==> config.mk <==
export PLATFORM = sky130hd
export DESIGN_NAME = port_adapter
export DESIGN_NICKNAME = d
export VERILOG_FILES = /design/src/logic/sram_geom_pkg.sv /design/src/logic/port_adapter.sv
export SDC_FILE = /design/constraint.sdc
export NUM_CORES = 1
export LEC_CHECK = 0
export BUFFER_PORTS_ARGS = -buffer_cell sky130_fd_sc_hd__buf_2
export CAP_MARGIN = 20
export CELL_PAD_IN_SITES_DETAIL_PLACEMENT = 2
export CELL_PAD_IN_SITES_GLOBAL_PLACEMENT = 2
export CORE_AREA = 2 2 216 218
export CTS_CLUSTER_DIAMETER = 60
export CTS_CLUSTER_SIZE = 10
export DETAILED_ROUTE_END_ITERATION = 8
export DIE_AREA = 0 0 218 220
export PLACE_DENSITY = 0.62
export SYNTH_ARGS = -nofsm -noshare
export SYNTH_HDL_FRONTEND = slang
export SYNTH_SLANG_ARGS = --single-unit
==> constraint.sdc <==
create_clock -name ck -period 10 [get_ports ck]
set_input_delay 1 -clock ck [delete_from_list [all_inputs] [get_ports ck]]
set_output_delay 1 -clock ck [all_outputs]
set_load 0.1 [all_outputs]
==> src/logic/sram_geom_pkg.sv <==
//////////////////////////////
// Line buffer SRAM geometry
// Word size, lane split and data word views
//////////////////////////////
package sram_geom_pkg;

  // 128 words deep by default
  localparam int ADDR_W = 7;

  localparam int LANES  = 8;
  localparam int LANE_W = 16;
  localparam int WORD_W = LANES * LANE_W;

  // One 128-bit line word
  // Flat view for the request side, lane view for masked writes
  typedef union packed {
    logic [WORD_W-1:0]            flat;
    logic [LANES-1:0][LANE_W-1:0] lane;
  } line_word_u;

endpackage
==> src/logic/port_adapter.sv <==
//////////////////////////////
// Port request adapter
// Valid/ready requests to SRAM controls
//////////////////////////////
`timescale 1ns/1ns

module port_adapter #(
  parameter int ADDR_W = sram_geom_pkg::ADDR_W
) (
  input  logic                              ck,
  input  logic                              rst_n,
  input  logic                              port_en,
  // Request channel
  input  logic                              req_valid,
  output logic                              req_ready,
  input  logic                              req_write,
  input  logic [ADDR_W-1:0]                 req_addr,
  input  logic [sram_geom_pkg::LANES-1:0]   req_mask,
  input  sram_geom_pkg::line_word_u         req_wdata,
  // Response channel
  output logic                              rsp_valid,
  input  logic                              rsp_ready,
  output sram_geom_pkg::line_word_u         rsp_rdata,
  // SRAM side
  output logic [ADDR_W-1:0]                 addr,
  output logic [sram_geom_pkg::LANES-1:0]   wen_n,
  output logic                              oe,
  output sram_geom_pkg::line_word_u         din,
  input  sram_geom_pkg::line_word_u         dout
);

  logic req_fire, rd_fire;
  logic rsp_free, out_pend, move;

  assign req_fire = req_valid && req_ready;
  assign rd_fire  = req_fire && !req_write;

  // Response slot frees up if empty or draining this edge
  assign rsp_free = !rsp_valid || rsp_ready;
  assign move     = out_pend && rsp_free;

  // Stall only when a new read would overwrite an unforwarded one
  assign req_ready = port_en && !(out_pend && !rsp_free);

  assign addr  = req_addr;
  assign din   = req_wdata;
  assign oe    = rd_fire;
  assign wen_n = (req_fire && req_write) ? ~req_mask : '1;

  // Read sitting at the SRAM output
  always_ff @(posedge ck) begin
    if (!rst_n) begin
      out_pend <= 1'b0;
    end else if (rd_fire) begin
      out_pend <= 1'b1;
    end else if (move) begin
      out_pend <= 1'b0;
    end
  end

  always_ff @(posedge ck) begin
    if (!rst_n) begin
      rsp_valid <= 1'b0;
    end else if (move) begin
      rsp_valid <= 1'b1;
    end else if (rsp_ready) begin
      rsp_valid <= 1'b0;
    end
  end

  always_ff @(posedge ck) begin
    if (move) begin
      rsp_rdata <= dout;
    end
  end

endmodule

==> flow_summary_export.csv <==
group,metric,value,unit
cts,cts_max_level,4,
setup_path,start_kind,"primary input",
grt,track_usage,0.06185,
cts,cts_buffer_depth,2,
sta,relSlewSlack,0.3867,
power_and_ir_drop,leakage,0.002639,uW
layout,layout_common_cells,"buf_2 (280), edfxtp_1 (128), clkbuf_16 (17), nand4_1 (8), bufinv_16 (4)",
routing,drc,0,
grt,grt_max_degree,73,
status,status,"finished clean",
sta,slew_viol_final,0,
floorplanning,ios,551,
sta,finClkSkew,0.01091,ns
flow_run,max_cap_violations,0,
floorplanning,num_rows,79,
power_and_ir_drop,power_density,203.7,nW/um^2
sta,max_freq,344.1,MHz
synth,synthesis.nets,561,
sta,hold_viol_final,0,
routing,ant_nets,0,
routing,drt_iter0_drc,120,
cts,cts_resized,0,
grt,grt_pass1_vias,3083,
routing,drt-pass1-iter-count,4,
setup_path,critPathMaxFanout,8,
layout,diodes,0,
synth,yosysWarnings,0,
setup_path,critPathCaptureType,"output pin",
cts,ctsHoldBuffers,0,
sta,setup_ws,7.094,ns
synth,synth.distinct_cells,14,
floorplanning,coreArea,45860,um^2
synth,syn_inst,284,
setup_path,worstReg2RegEnd,"rsp_rdata[14]",
layout,area_delta_synth_final,35.07,%
synth,seq_area_frac_synth,0.7710,
cts,clock_latency,0.42,ns
sta,setup_tns,0,ns
placed_design,finalWeightedCongestion,0.7348,
floorplanning,die_x,218,um
setup_path,path_class,"in -> out",
sta,setup_violations,0,
routing,wl_per_cell,15.12,um
routing,num_vias,2896,
sta,min_period,2.906,ns
floorplanning,die_area,47960,um^2
floorplanning,start_util,0.1098,
grt,grt_pass1_wl,21130,um
placed_design,io_buffers,280,
grt,grt_overflow_total,0,
layout,layout_commonest_cell,"buf_2",
synth,synth_area,5037,um^2
routing,drt_wl_total,16130,um
setup_path,r2r-start,"rsp_valid",
power_and_ir_drop,vdd_drop_max,0.1059,mV
sta,rsz0062_at_grt,"false",
setup_path,critPathArrivalTime,1.91,ns
sta,tightest_slew,0.9199,ns
setup_path,ff2ff_path_depth,4,
worst_hold_path,hold_class,"reg -> reg",
floorplanning,dieHeight,220,um
placed_design,preCtsSetupSlack,6.619,ns
cts,cts_sinks,130,
cts,cts_tree,"yes",
layout,drive_above_1_share,0.6804,
routing,post_drt_via_cell_ratio,2.714,
synth,synth_area_per_cell,17.74,um^2
layout,n_fill_cell,5238,
setup_path,r2r_slack,7.44,ns
placed_design,dp_hpwl,12810,um
cts,clock_tree.root_cell,"clkbuf_16",
layout,nNetsFinal,725,
cts,postCtsSetupBuffers,0,
setup_path,crit_required,9.00,ns
grt,grt_antenna_before_repair,5,
sta,fin_crit_sh,0.2906,
cts,cts_inserted_buffers,17,
synth,ys_ff_latch,130,
cts,clk_pin_slew,0.05,ns
setup_path,crit_start,"req_valid",
worst_hold_path,hold_start,"out_pend",
setup_path,crit_path_end,"wen_n[7]",
cell families (layout without fill, tap and decap cells):
group | after synthesis | after routing | share of synthesized area
AO/OA/AOI/OAI | 3 | 3 | 0.003974
AND/OR/NAND/NOR | 14 | 14 | 0.02062
flip-flops | 130 | 130 | 0.7710
buffers and inverters | 137 | 313 | 0.2044
worst min path at each step:
stage / to / slack (ns) / depth (start not counted)
global placement: rsp_valid / 0.56 / 1
global route: rsp_valid / 0.63 / 1
detailed placement: rsp_valid / 0.59 / 1
finish: rsp_valid / 0.60 / 1
floorplan: rsp_valid / 0.53 / 1
CTS: rsp_valid / 0.61 / 1
metal layers:
layer | up-vias | routed length [um] | GRT usage
met3 | 76 | 2749 | 0.04624
met2 | 277 | 7896 | 0.1069
met4 | 8 | 606 | 0.03878
met5 | - | 54 | 0
met1 | 1330 | 4821 | 0.04898
li1 | 1205 | - | -
registers in the layout, indices dropped and copies added (netlist names):
signal / cells
rsp_valid: 1
rsp_rdata: 128
out_pend: 1
layout make-up:
| cell class | instances | area [um^2] | area share |
|---|---|---|---|
| Clock inverter | 14 | 187.7 | 0.02758 |
| Clock buffer | 17 | 425.4 | 0.06252 |
| Tap cell | 607 | 759.5 | 0.1116 |
| Sequential cell | 130 | 3884 | 0.5708 |
| Timing Repair Buffer | 282 | 1416 | 0.2082 |
| Multi-Input combinational cell | 17 | 131.4 | 0.01931 |
cells in the mapped netlist, drive strengths merged:
cell type    n  area, um^2
a21boi       1       7.510
nor2b        1       6.260
nand3b       2       27.53
dfxtp        2       40.04
and2b        1       7.510
nand4        8       50.05
a21oi        1       5.000
o21a         1       7.510
and2         2       12.51
buf        137        1030
edfxtp     128        3844
critical path, stage by stage:
cell,delay [ns]
buf_2,0.11
and2_1,0.23
nand4_1,0.12
buf_2,0.44
power by group:
part           internal (uW)  switching (uW)  total [uW]  leakage [uW]
Sequential               611            2.62         613       0.00118
Combinational           27.0            94.8         122       0.00117
Clock                    415             236         651      0.000294
Total                   1050             334        1390       0.00264
stage by stage:
step / hold WS [ns] / std cells / instance area (um^2) / utilization / power, uW
after detailed placement: 0.5905 / 1036 / 6191 / 0.1350 / 748.0
after global placement: 0.5573 / 1036 / 6191 / 0.1350 / 744.5
after floorplan: 0.5322 / 284 / 5037 / - / 962.8
after CTS: 0.6056 / 1067 / 6804 / 0.1484 / 1416
final: 0.5973 / 1067 / 6804 / 0.1484 / 1386
after global routing: 0.6296 / 1067 / 6804 / 0.1484 / 1436
Power figures use the tool's default switching activity.
