==> src/logic/buf_reg_pkg.sv <==
//////////////////////////////
// Line buffer register map
//////////////////////////////
package buf_reg_pkg;

  localparam int REG_AW = 2;
  localparam int REG_DW = 16;
  localparam int COLL_W = 16;

  localparam logic [REG_AW-1:0] REG_CTRL = 2'd0;
  localparam logic [REG_AW-1:0] REG_COLL = 2'd1;

  // Both ports enabled out of reset
  localparam logic [1:0] CTRL_RESET = 2'b11;

endpackage

==> src/logic/buf_cfg_regs.sv <==
//////////////////////////////
// Line buffer registers
// Port enables and collision counter
//////////////////////////////
`timescale 1ns/1ns

module buf_cfg_regs (
  input  logic                            ck,
  input  logic                            rst_n,
  input  logic                            reg_valid,
  input  logic                            reg_write,
  input  logic [buf_reg_pkg::REG_AW-1:0]  reg_addr,
  input  logic [buf_reg_pkg::REG_DW-1:0]  reg_wdata,
  output logic                            reg_rvalid,
  output logic [buf_reg_pkg::REG_DW-1:0]  reg_rdata,
  input  logic                            collision,
  output logic                            a_en,
  output logic                            b_en
);

  import buf_reg_pkg::*;

  logic [1:0]        ctrl;
  logic [COLL_W-1:0] coll_cnt;
  logic              wr_ctrl, wr_coll;
  logic [REG_DW-1:0] rd_mux;

  assign wr_ctrl = reg_valid && reg_write && (reg_addr == REG_CTRL);
  assign wr_coll = reg_valid && reg_write && (reg_addr == REG_COLL);

  assign a_en = ctrl[0];
  assign b_en = ctrl[1];

  always_ff @(posedge ck) begin
    if (!rst_n) begin
      ctrl <= CTRL_RESET;
    end else if (wr_ctrl) begin
      ctrl <= reg_wdata[1:0];
    end
  end

  // Saturating counter whose write clear beats a pending pulse
  always_ff @(posedge ck) begin
    if (!rst_n || wr_coll) begin
      coll_cnt <= '0;
    end else if (collision && (coll_cnt != '1)) begin
      coll_cnt <= coll_cnt + 1'b1;
    end
  end

  always_comb begin
    case (reg_addr)
      REG_CTRL: rd_mux = REG_DW'(ctrl);
      REG_COLL: rd_mux = REG_DW'(coll_cnt);
      default:  rd_mux = '0;
    endcase
  end

  always_ff @(posedge ck) begin
    if (!rst_n) begin
      reg_rvalid <= 1'b0;
    end else begin
      reg_rvalid <= reg_valid && !reg_write;
    end
  end

  always_ff @(posedge ck) begin
    reg_rdata <= rd_mux;
  end

endmodule

==> config.mk <==
export PLATFORM = sky130hd
export DESIGN_NAME = buf_cfg_regs
export DESIGN_NICKNAME = d
export VERILOG_FILES = /design/src/logic/buf_reg_pkg.sv /design/src/logic/buf_cfg_regs.sv
export SDC_FILE = /design/constraint.sdc
export NUM_CORES = 1
export LEC_CHECK = 0
export ABC_AREA = 1
export BUFFER_PORTS_ARGS = -buffer_cell sky130_fd_sc_hd__clkbuf_2
export CAP_MARGIN = 20
export CORE_MARGIN = 5
export CORE_UTILIZATION = 40
export CTS_CLUSTER_DIAMETER = 80
export CTS_CLUSTER_SIZE = 12
export DETAILED_ROUTE_END_ITERATION = 8
export HOLD_SLACK_MARGIN = 0.12
export PLACE_DENSITY = 0.7
export SLEW_MARGIN = 20
export SYNTH_ARGS = -nofsm -noshare
export SYNTH_HDL_FRONTEND = slang
export SYNTH_SLANG_ARGS = --single-unit
export TNS_END_PERCENT = 10
==> constraint.sdc <==
create_clock -name ck -period 2.2 [get_ports ck]
set_input_delay 0.11 -clock ck [delete_from_list [all_inputs] [get_ports ck]]
set_output_delay 0.11 -clock ck [all_outputs]
set_load 0.02 [all_outputs]
==> results of run 1 <==
==> tightest hold or removal path: stages <==
cell and delay, ns:
clkbuf_2 0.09, nor2_1 0.06, nand2_1 0.05, o21ai_0 0.06
==> layout by cell type, fill, tap and decap left out, types with 2 or more instances in the layout <==
| cell type | n |
|---|---|
| a21oi_1 | 10 |
| clkbuf_2 | 27 |
| clkbuf_8 | 5 |
| dfxtp_1 | 35 |
| dlygate4sd3_1 | 6 |
| inv_1 | 31 |
| nand2_1 | 51 |
| nand2_2 | 5 |
| nand3_1 | 13 |
| nand3_2 | 2 |
| nor2_1 | 56 |
| nor2_2 | 2 |
| nor2_4 | 5 |
==> flip-flops by register name, indices dropped and copies added, names as in the netlist <==
name / count
coll_cnt: 16
reg_rvalid: 1
reg_rdata: 16
ctrl: 2
==> worst max path at each step <==
stage | to | slack [ns]
after floorplan | coll_cnt[11]$_SDFFE_PP0P_ | 0.84
after global placement | coll_cnt[10]$_SDFFE_PP0P_ | 0.69
after detailed placement | coll_cnt[10]$_SDFFE_PP0P_ | 0.69
after CTS | coll_cnt[10]$_SDFFE_PP0P_ | 0.68
after global routing | coll_cnt[3]$_SDFFE_PP0P_ | 0.51
final | coll_cnt[10]$_SDFFE_PP0P_ | 0.68
==> cell families after synthesis <==
kind of cell | Yosys count | share of synthesized area, %
adders and majority gates | 1 | 0.804
DFF | 35 | 45.1
and+or+nand+nor | 137 | 40.0
AOI/OAI and AO/OA | 14 | 5.23
buffers and inverters | 34 | 8.93
==> synthesized netlist by cell type <==
cell type,instances
nor2_1,56
nand2_1,51
dfxtp_1,35
inv_1,31
nand3_1,13
a21oi_1,10
nand2_2,5
nor2_4,5
nand3_2,2
nor2_2,2
a22o_1,1
a31oi_2,1
buf_1,1
buf_4,1
buf_6,1
ha_1,1
nand3b_1,1
nand4_1,1
nand4_4,1
o21ai_0,1
o21ai_1,1
==> layout make-up <==
class | count | area, µm²
clock inverters | 2 | 12.5
clock buffers | 6 | 72.6
repair buffers | 33 | 195
inverters | 31 | 116
multi-input cells | 152 | 716
well taps | 48 | 60.1
flip-flops and latches | 35 | 701
fillers | 381 | 1840
==> power groups by stage <==
| stage | logic [µW] | registers [µW] | clock network (µW) |
|---|---|---|---|
| after floorplan | 36.1 | 669 | 0 |
| after global placement | 62.9 | 663 | 0 |
| after detailed placement | 64.0 | 663 | 0 |
| after CTS | 71.1 | 648 | 463 |
| after global routing | 79.8 | 650 | 486 |
| final | 70.5 | 648 | 453 |
==> metrics by stage <==
step | setup slack (ns) | instance area [µm²] | cells | total power [µW]
after CTS | 0.678 | 1870 | 307 | 1180
after global routing | 0.511 | 1870 | 307 | 1220
after floorplan | 0.840 | 1560 | 221 | 705
after detailed placement | 0.691 | 1730 | 293 | 727
final | 0.684 | 1870 | 307 | 1170
after global placement | 0.687 | 1730 | 293 | 726
==> per-layer routing <==
layer | track usage [%] | vias to the layer above | share of wire, %
met4 | 6.05 | 0 | 1.7
met3 | 5.68 | 4 | 6.8
met2 | 21.2 | 33 | 45
met5 | 0 | - | 0
met1 | 14.1 | 630 | 46
li1 | - | 745 | -
==> flow_summary.toml, run 1 <==
[status]
status = "finished clean"

[sta]
fmax_ghz = 0.660
hold_viol = 0
rsz0062_at_grt = "no"
finClkSkew_ns = 0.00619
tns_ns = 0
fin_crit_sh_pct = 68.9
finalCriticalPeriod_ns = 1.52
whs_ns = 0.144
setup_viol = 0
relSlewSlack_pct = 47.5
slew_viol_final = 0
tightest_slew_ns = 0.784

[worst_setup_path]
rr_endpoint = "coll_cnt[10]$_SDFFE_PP0P_"
worstPathCellList = "ha_1 > nand2_1 > nor2_4 > nand3_1 > nor2_1 > nand3_2 > nand2_1 > nor2_1"
critPathRequiredTime_ns = 2.38
reg2regPathDepth = 8
worstPathArrival_ns = 1.70
cp_max_fo = 5
startpoint_type = "flip-flop"
cp_num_cells = 8
startpoint = "coll_cnt[0]$_SDFFE_PP0P_"
slowest_delay_ns = 0.40
critPathSlowestCell = "dfxtp_1"
r2r_slack_ns = 0.68
path_class = "reg2reg"
end_kind = "flip-flop"
crit_family = "simple AND/OR/NAND/NOR gates"
worstReg2RegStart = "coll_cnt[0]$_SDFFE_PP0P_"
path_buf_inv = 0

[die]
num_rows = 22
die_height_um = 72.4
core_area_um2 = 3720
die_x_um = 72.4
initial_utilization_pct = 41.9
io-pin-count = 42
die-area_um2 = 5240

[clocking]
postCtsSetupRepairBufs = 0
path_clk_slew_ns = 0.07
cts.sinks = 35
cts_buffers = 5
cts_htree_levels = 2
cts_hold_buf = 6
clockBufferDepth = 2
cts_resized = 0
tritoncts = "yes"
cts_root_buf = "clkbuf_8"
clk_latency_ns = 0.29

[placed_design]
place_congestion = 0.926
dp_hpwl_um = 2240
port_buffers = 27

[flow_run]
drv_cap = 0

[logic_synthesis]
synth_top_area_share_pct = 45.1
synth.distinct_cells = 21
ys_seq_elements = 35
syn_area_per_cell_um2 = 7.04
syn_nets = 245
synth_top_cell_by_area = "dfxtp_1"
netlist_area_um2 = 1560
syn_inst = 221
ys_warn_count = 0
synth.area.top_cells = "dfxtp_1 45%, nor2_1 14%, nand2_1 12%"
ys_seq_area_share_pct = 45.1

[min_path]
holdPathStages = 4
hold_path.class = "in2reg"
hold-path-endpoint = "reg_rdata[0]$_DFF_P_"
worstHoldStart = "reg_addr[0]"

[layout]
areaGrowthSynthToFinish_pct = 20.4
nNetsFinal = 282
final_util_pct = 50.4
n_antenna_cell = 0
drive_above_1_share_pct = 19.3

[route]
vias = 1412
drtAntennaViolNets = 0
wire_per_inst_um = 10.1
totalWireLength_um = 3090
viasPerCell = 4.60
drt_iter0_markers = 63
drt_pre_antenna_iters = 4
drt_drc_violations_left = 0

[global_routing]
grt_pass1_vias = 1271
antenna_found_initial = 0
overflow = 0
grtUsageTotal_pct = 12.9
grt_max_degree = 17
grt_pass1_wl_um = 5230

[power]
seqPwrFrac_pct = 55.3
cellLeakagePower_uw = 0.000808
power.switching_uw = 280
swShare_pct = 23.9
p_per_area_nw_per_um2 = 625
p_int_uw = 892
p_comb_share_pct = 6.0
vdd_drop_max_mv = 0.393
pwr-share-clk_pct = 38.6
(Power assumes the default switching activity.)
==> run 2: changes to the inputs <==
Settings changed: PLACE_DENSITY 0.7 to 0.72.
Clock period 2.2 ns to 1.3 ns, I/O delays scaled along.
==> run 2 against run 1 <==
  * Global-route usage rose by 1.6 points
  * Critical path type unchanged
  * Clock skew rose by 0.0018 ns
  * Sequential share of layout area fell by 3.2 points
  * Combinational power rose by 100%
  * Via count rose by 4.2%
  * Die area did not move
  * Highest routed layer unchanged
  * The flow now finishes with violations (negative setup slack)
  * Critical path depth did not move
==> flow_summary.toml, run 2 (synthesized netlist as in run 1, its figures left out) <==
[route]
drt_pre_antenna_iters = 4
drt_drc_violations_left = 0
totalWireLength_um = 3430
drtAntennaViolNets = 0
drt_iter0_markers = 97
vias = 1471
viasPerCell = 4.48
wire_per_inst_um = 10.5

[clocking]
cts.sinks = 35
clk_latency_ns = 0.29
clockBufferDepth = 2
cts_buffers = 5
path_clk_slew_ns = 0.07
cts_htree_levels = 2
tritoncts = "yes"
postCtsSetupRepairBufs = 0
cts_root_buf = "clkbuf_8"

[placed_design]
place_congestion = 0.850
port_buffers = 27
pre_cts_ws_ns = -0.0826
dp_hpwl_um = 2480

[sta]
slew_viol_final = 0
fin_crit_sh_pct = 105
setup_ws_ns = -0.0700
tightest_slew_ns = 0.838
finClkSkew_ns = 0.00801
relSlewSlack_pct = 44.0
rsz0062_at_grt = "yes"
setup_viol = 15
hold_viol = 0
fmax_ghz = 0.730
finalCriticalPeriod_ns = 1.37
whs_ns = 0.160

[global_routing]
overflow = 0
grt_pass1_wl_um = 5870
grtUsageTotal_pct = 14.4
grt_pass1_vias = 1384
antenna_found_initial = 0
grt_max_degree = 17

[power]
vdd_drop_max_mv = 0.528
cellLeakagePower_uw = 0.000923
p_per_area_nw_per_um2 = 965

[worst_setup_path]
r2r_slack_ns = -0.07
critPathRequiredTime_ns = 1.48
cp_max_fo = 4
rr_endpoint = "coll_cnt[10]$_SDFFE_PP0P_"
reg2regPathDepth = 8
startpoint_type = "flip-flop"
worstReg2RegStart = "coll_cnt[0]$_SDFFE_PP0P_"
end_kind = "flip-flop"
worstPathArrival_ns = 1.55
path_class = "reg2reg"

[layout]
multi_input_area_um2 = 742
reg_top3 = "coll_cnt: 16 flops, reg_rdata: 16 flops, ctrl: 2 flops"
regArea_um2 = 704
drive_above_1_share_pct = 27.9
final_cell_mix = "54 x nor2_1, 49 x nand2_1, 32 x dfxtp_1"
fillCellCount = 376
areaGrowthSynthToFinish_pct = 32.4
layout_commonest_cell = "nor2_1"
nNetsFinal = 303
n_antenna_cell = 0

[die]
die_height_um = 72.4
initial_utilization_pct = 41.9
die-area_um2 = 5240
num_rows = 22
die_x_um = 72.4
core_area_um2 = 3720
io-pin-count = 42

[min_path]
worstHoldStart = "reg_addr[1]"
hold-path-endpoint = "reg_rdata[1]$_DFF_P_"
hold_path.class = "in2reg"
holdPathStages = 3

[flow_run]
drv_cap = 0

[status]
status = "finished, violations left"
violations = "negative setup slack"
-- run 2: cell types whose count changed in the layout (fill, tap and decap cells not counted), moves of 2 or more --
cell and change:
dfxtp_1 -3, nand2_1 -2, buf_4 +20, nor2_1 -2, nand2_2 +2, dfxtp_2 +3, nor2_2 +2
-- run 2: cell type report --
cell class	instances	share of cell area (%)
repair buffers	54	17.3
inverters	31	5.65
flip-flops and latches	35	34.2
well taps	48	2.92
clock inverters	1	0.243
clock buffers	7	3.71
multi-input cells	152	36.0
-- run 2: worst max-delay path by stage --
stage / start / endpoint / slack (ns) / cells past startpoint
floorplan: coll_cnt[0]$_SDFFE_PP0P_ / coll_cnt[11]$_SDFFE_PP0P_ / -0.007 / 7
global placement: coll_cnt[0]$_SDFFE_PP0P_ / coll_cnt[14]$_SDFFE_PP0P_ / -0.04 / 6
detailed placement: coll_cnt[0]$_SDFFE_PP0P_ / coll_cnt[10]$_SDFFE_PP0P_ / -0.08 / 6
CTS: coll_cnt[0]$_SDFFE_PP0P_ / coll_cnt[1]$_SDFFE_PP0P_ / -0.04 / 9
global route: coll_cnt[0]$_SDFFE_PP0P_ / coll_cnt[1]$_SDFFE_PP0P_ / -0.14 / 9
finish: coll_cnt[0]$_SDFFE_PP0P_ / coll_cnt[10]$_SDFFE_PP0P_ / -0.07 / 8
-- run 2: layer usage --
layer / track usage (%) / vias up / wire length, µm
li1: - / 784 / -
met1: 18.0 / 644 / 1660
met2: 23.0 / 41 / 1550
met3: 3.88 / 2 / 197
met4: 6.89 / 0 / 22
met5: 0 / - / 0
-- run 2: what timing repair did --
item,in CTS,in global routing
pin swaps,1,1
cloned,0,0
gates resized for setup,1,5
hold buffers,7,0
hold endpoints to repair,4,0
setup endpoints to repair,16,16
-- run 2: power breakdown --
part,switching (µW),leakage (µW),internal (µW)
clock,371,0.0000422,375
sequential,9.41,0.000284,1090
combinational,80.8,0.000597,61.8
total,461,0.000923,1530
-- run 2: worst max-delay path, cell delays in order, from the launching register on --
cell and delay [ns]:
dfxtp_2 0.35, ha_4 0.14, nand2_2 0.07, nor2_4 0.17
nand3_1 0.16, nor2_1 0.19, nand3_2 0.08, nand2_1 0.06
nor2_1 0.05
-- run 2: per-stage QoR --
step                area [µm²]  TNS [ns]  std cells  util, %  total power [µW]
finish                    2060    -0.389        328     55.4              1990
global route              2060     -1.65        328     55.4              2080
CTS                       2050    -0.328        328     55.1              2000
detailed placement        1890    -0.876        313     50.7              1250
global placement          1890    -0.328        313     50.7              1240
floorplan                 1560   -0.0392        221        -              1190
==> run 3: changes to the inputs <==
Settings changed: ABC_AREA 1 to 0, CELL_PAD_IN_SITES_DETAIL_PLACEMENT set to 1, CELL_PAD_IN_SITES_GLOBAL_PLACEMENT set to 1, CORE_UTILIZATION 40 to 33, PLACE_DENSITY 0.72 to 0.79.
==> run 3 against run 2 <==
  * The flow still finishes with violations (negative setup slack)
  * Power rose by 4.0%
  * Sequential cell count did not move
  * Clock power rose by 7.8%
  * Highest routed layer unchanged
  * Die area rose by 6.6%
  * Critical path type unchanged
  * Worst hold slack got worse by 0.015 ns
==> flow_summary.toml, run 3 <==
[power]
power_uw = 2070
cellLeakagePower_uw = 0.000917
p_per_area_nw_per_um2 = 964
vdd_drop_max_mv = 0.502

[logic_synthesis]
syn_nets = 167
synth-async-reset-ratio_pct = 0
yosys-top-cells-count = "35 x dfxtp_1, 14 x and2_1, 11 x nand2_1"
syn_area_per_cell_um2 = 9.66
synth_top_cell_by_area = "dfxtp_1"
synth.distinct_cells = 33
synth-edff-count = 0
ys_seq_area_share_pct = 50.7
synth.area.top_cells = "dfxtp_1 51%, and2_1 6.3%, mux2i_1 4.3%"
ys_warn_count = 0
syn_inst = 143
netlist_area_um2 = 1380
synth_top_area_share_pct = 50.7
synth-main-ff-cell = "dfxtp_1"
ys_seq_elements = 35
yosysMostFrequentCell = "dfxtp_1"

[flow_run]
drv_cap = 0

[route]
wire_per_inst_um = 19.0
totalWireLength_um = 5120
vias = 1460
drt_pre_antenna_iters = 4
drt_drc_violations_left = 0
viasPerCell = 5.41
drt_iter0_markers = 83
drtAntennaViolNets = 0

[sta]
finClkSkew_ns = 0.00333
setup_viol = 16
relSlewSlack_pct = 76.2
tightest_slew_ns = 0.353
tns_ns = -3.17
finalCriticalPeriod_ns = 1.58
fin_crit_sh_pct = 122
rsz0062_at_grt = "yes"
slew_viol_final = 0
whs_ns = 0.144
hold_viol = 0
setup_ws_ns = -0.284
fmax_ghz = 0.631

[global_routing]
grt_pass1_wl_um = 8210
grtUsageTotal_pct = 20.3
grt_pass1_vias = 1620
grt_max_degree = 13
overflow = 0
antenna_found_initial = 0

[layout]
drive_above_1_share_pct = 46.8
n_antenna_cell = 0
nNetsFinal = 244
final_util_pct = 53.2
areaGrowthSynthToFinish_pct = 55.2
layout_commonest_cell = "buf_4"
final_cell_mix = "37 x buf_4, 27 x clkbuf_2, 23 x dfxtp_1"
fillCellCount = 468
reg_top3 = "coll_cnt: 16 flops, reg_rdata: 16 flops, ctrl: 2 flops"

[clocking]
cts_htree_levels = 2
path_clk_slew_ns = 0.07
clockBufferDepth = 2
clk_latency_ns = 0.29
cts_buffers = 5
tritoncts = "yes"
cts.sinks = 35
cts_root_buf = "clkbuf_8"

[die]
core_area_um2 = 4030
die_height_um = 74.7
io-pin-count = 42
die-area_um2 = 5580
initial_utilization_pct = 34.3
num_rows = 23
die_x_um = 74.7

[placed_design]
dp_hpwl_um = 3310
port_buffers = 27
pre_cts_ws_ns = -0.313
place_congestion = 0.775

[worst_setup_path]
worstPathCellList = "ha_4 > nand4_1 > buf_4 > nor3_4 > or4_1 > a21oi_2"
path_buf_inv = 1
critPathSlowestCell = "or4_1"
crit_family = "simple AND/OR/NAND/NOR gates"
cp_max_fo = 4
path_class = "reg2reg"
r2r_slack_ns = -0.28
critPathRequiredTime_ns = 1.53
startpoint_type = "flip-flop"
end_kind = "flip-flop"
slowest_delay_ns = 0.43
worstPathArrival_ns = 1.81

[min_path]
hold_path.class = "in2reg"

[status]
violations = "negative setup slack"
status = "finished, violations left"
## run 3: changes by cell type after synthesis, moves of 6 or more
cell	change
o21ai_0	+8
inv_1	-27
nor3_1	+6
nand2_1	-40
mux2i_1	+6
nand3_1	-9
or3_1	+6
nor2_1	-48
and2_1	+14
## run 3: tightest hold or removal path, cell delays in order
cell and delay (ns):
clkbuf_2 0.13, mux2i_1 0.09, nor2_1 0.11
## run 3: report_power, final
group | total (µW) | switching [µW] | internal (µW)
registers | 1100 | 14.7 | 1080
logic | 162 | 86.7 | 75.3
clock network | 805 | 389 | 415
## run 3: metal layers
layer  track usage (%)  vias to the layer above  part of all wire, %
li1                  -                      680                    -
met4              12.1                        0                  4.0
met2              36.5                       38                   51
met3              5.34                       16                  3.9
met1              21.0                      726                   41
met5                 0                        -                    0
## run 3: repair_timing
item	in CTS	in global routing
gates resized for setup	13	5
buffers inserted	0	1
hold endpoints to repair	5	0
hold buffers	7	0
setup endpoints to repair	16	17
pin swaps	8	3
## run 3: stage by stage
step                area (µm²)  std cells
floorplan                 1450        143
global placement          1910        255
detailed placement        1910        255
CTS                       2120        269
global route              2140        270
finish                    2140        270
## run 3: cell families (layout without fill, tap and decap cells)
kind of cell	count (synthesis)	in the layout	share of synthesized area (%)
AO/OA/AOI/OAI	29	29	14.5
multiplexers	6	6	4.35
AND/OR/NAND/NOR	65	65	26.7
flip-flops	35	35	50.7
buffers and inverters	6	83	2.17
XOR/XNOR	1	1	0.634
adder cells (fa/ha/maj)	1	1	0.906
## run 3: final timing paths
check                                 start                   endpoint  depth (start not counted)
setup / recovery   coll_cnt[1]$_SDFFE_PP0P_  coll_cnt[11]$_SDFFE_PP0P_                          6
hold / removal                  reg_addr[0]       reg_rdata[1]$_DFF_P_                          3
setup reg to reg   coll_cnt[1]$_SDFFE_PP0P_  coll_cnt[11]$_SDFFE_PP0P_                          6
hold reg to reg   coll_cnt[10]$_SDFFE_PP0P_      reg_rdata[10]$_DFF_P_                          1
## run 3: final cells by class
cell class,count,area [µm²],share of cell area [%]
multi-input combinational,102,761,35.5
sequential,35,723,33.7
timing repair buffer,72,494,23.1
clock buffer,6,82.6,3.85
tap,50,62.6,2.92
inverter,4,15.0,0.701
clock inverter,1,5.00,0.234
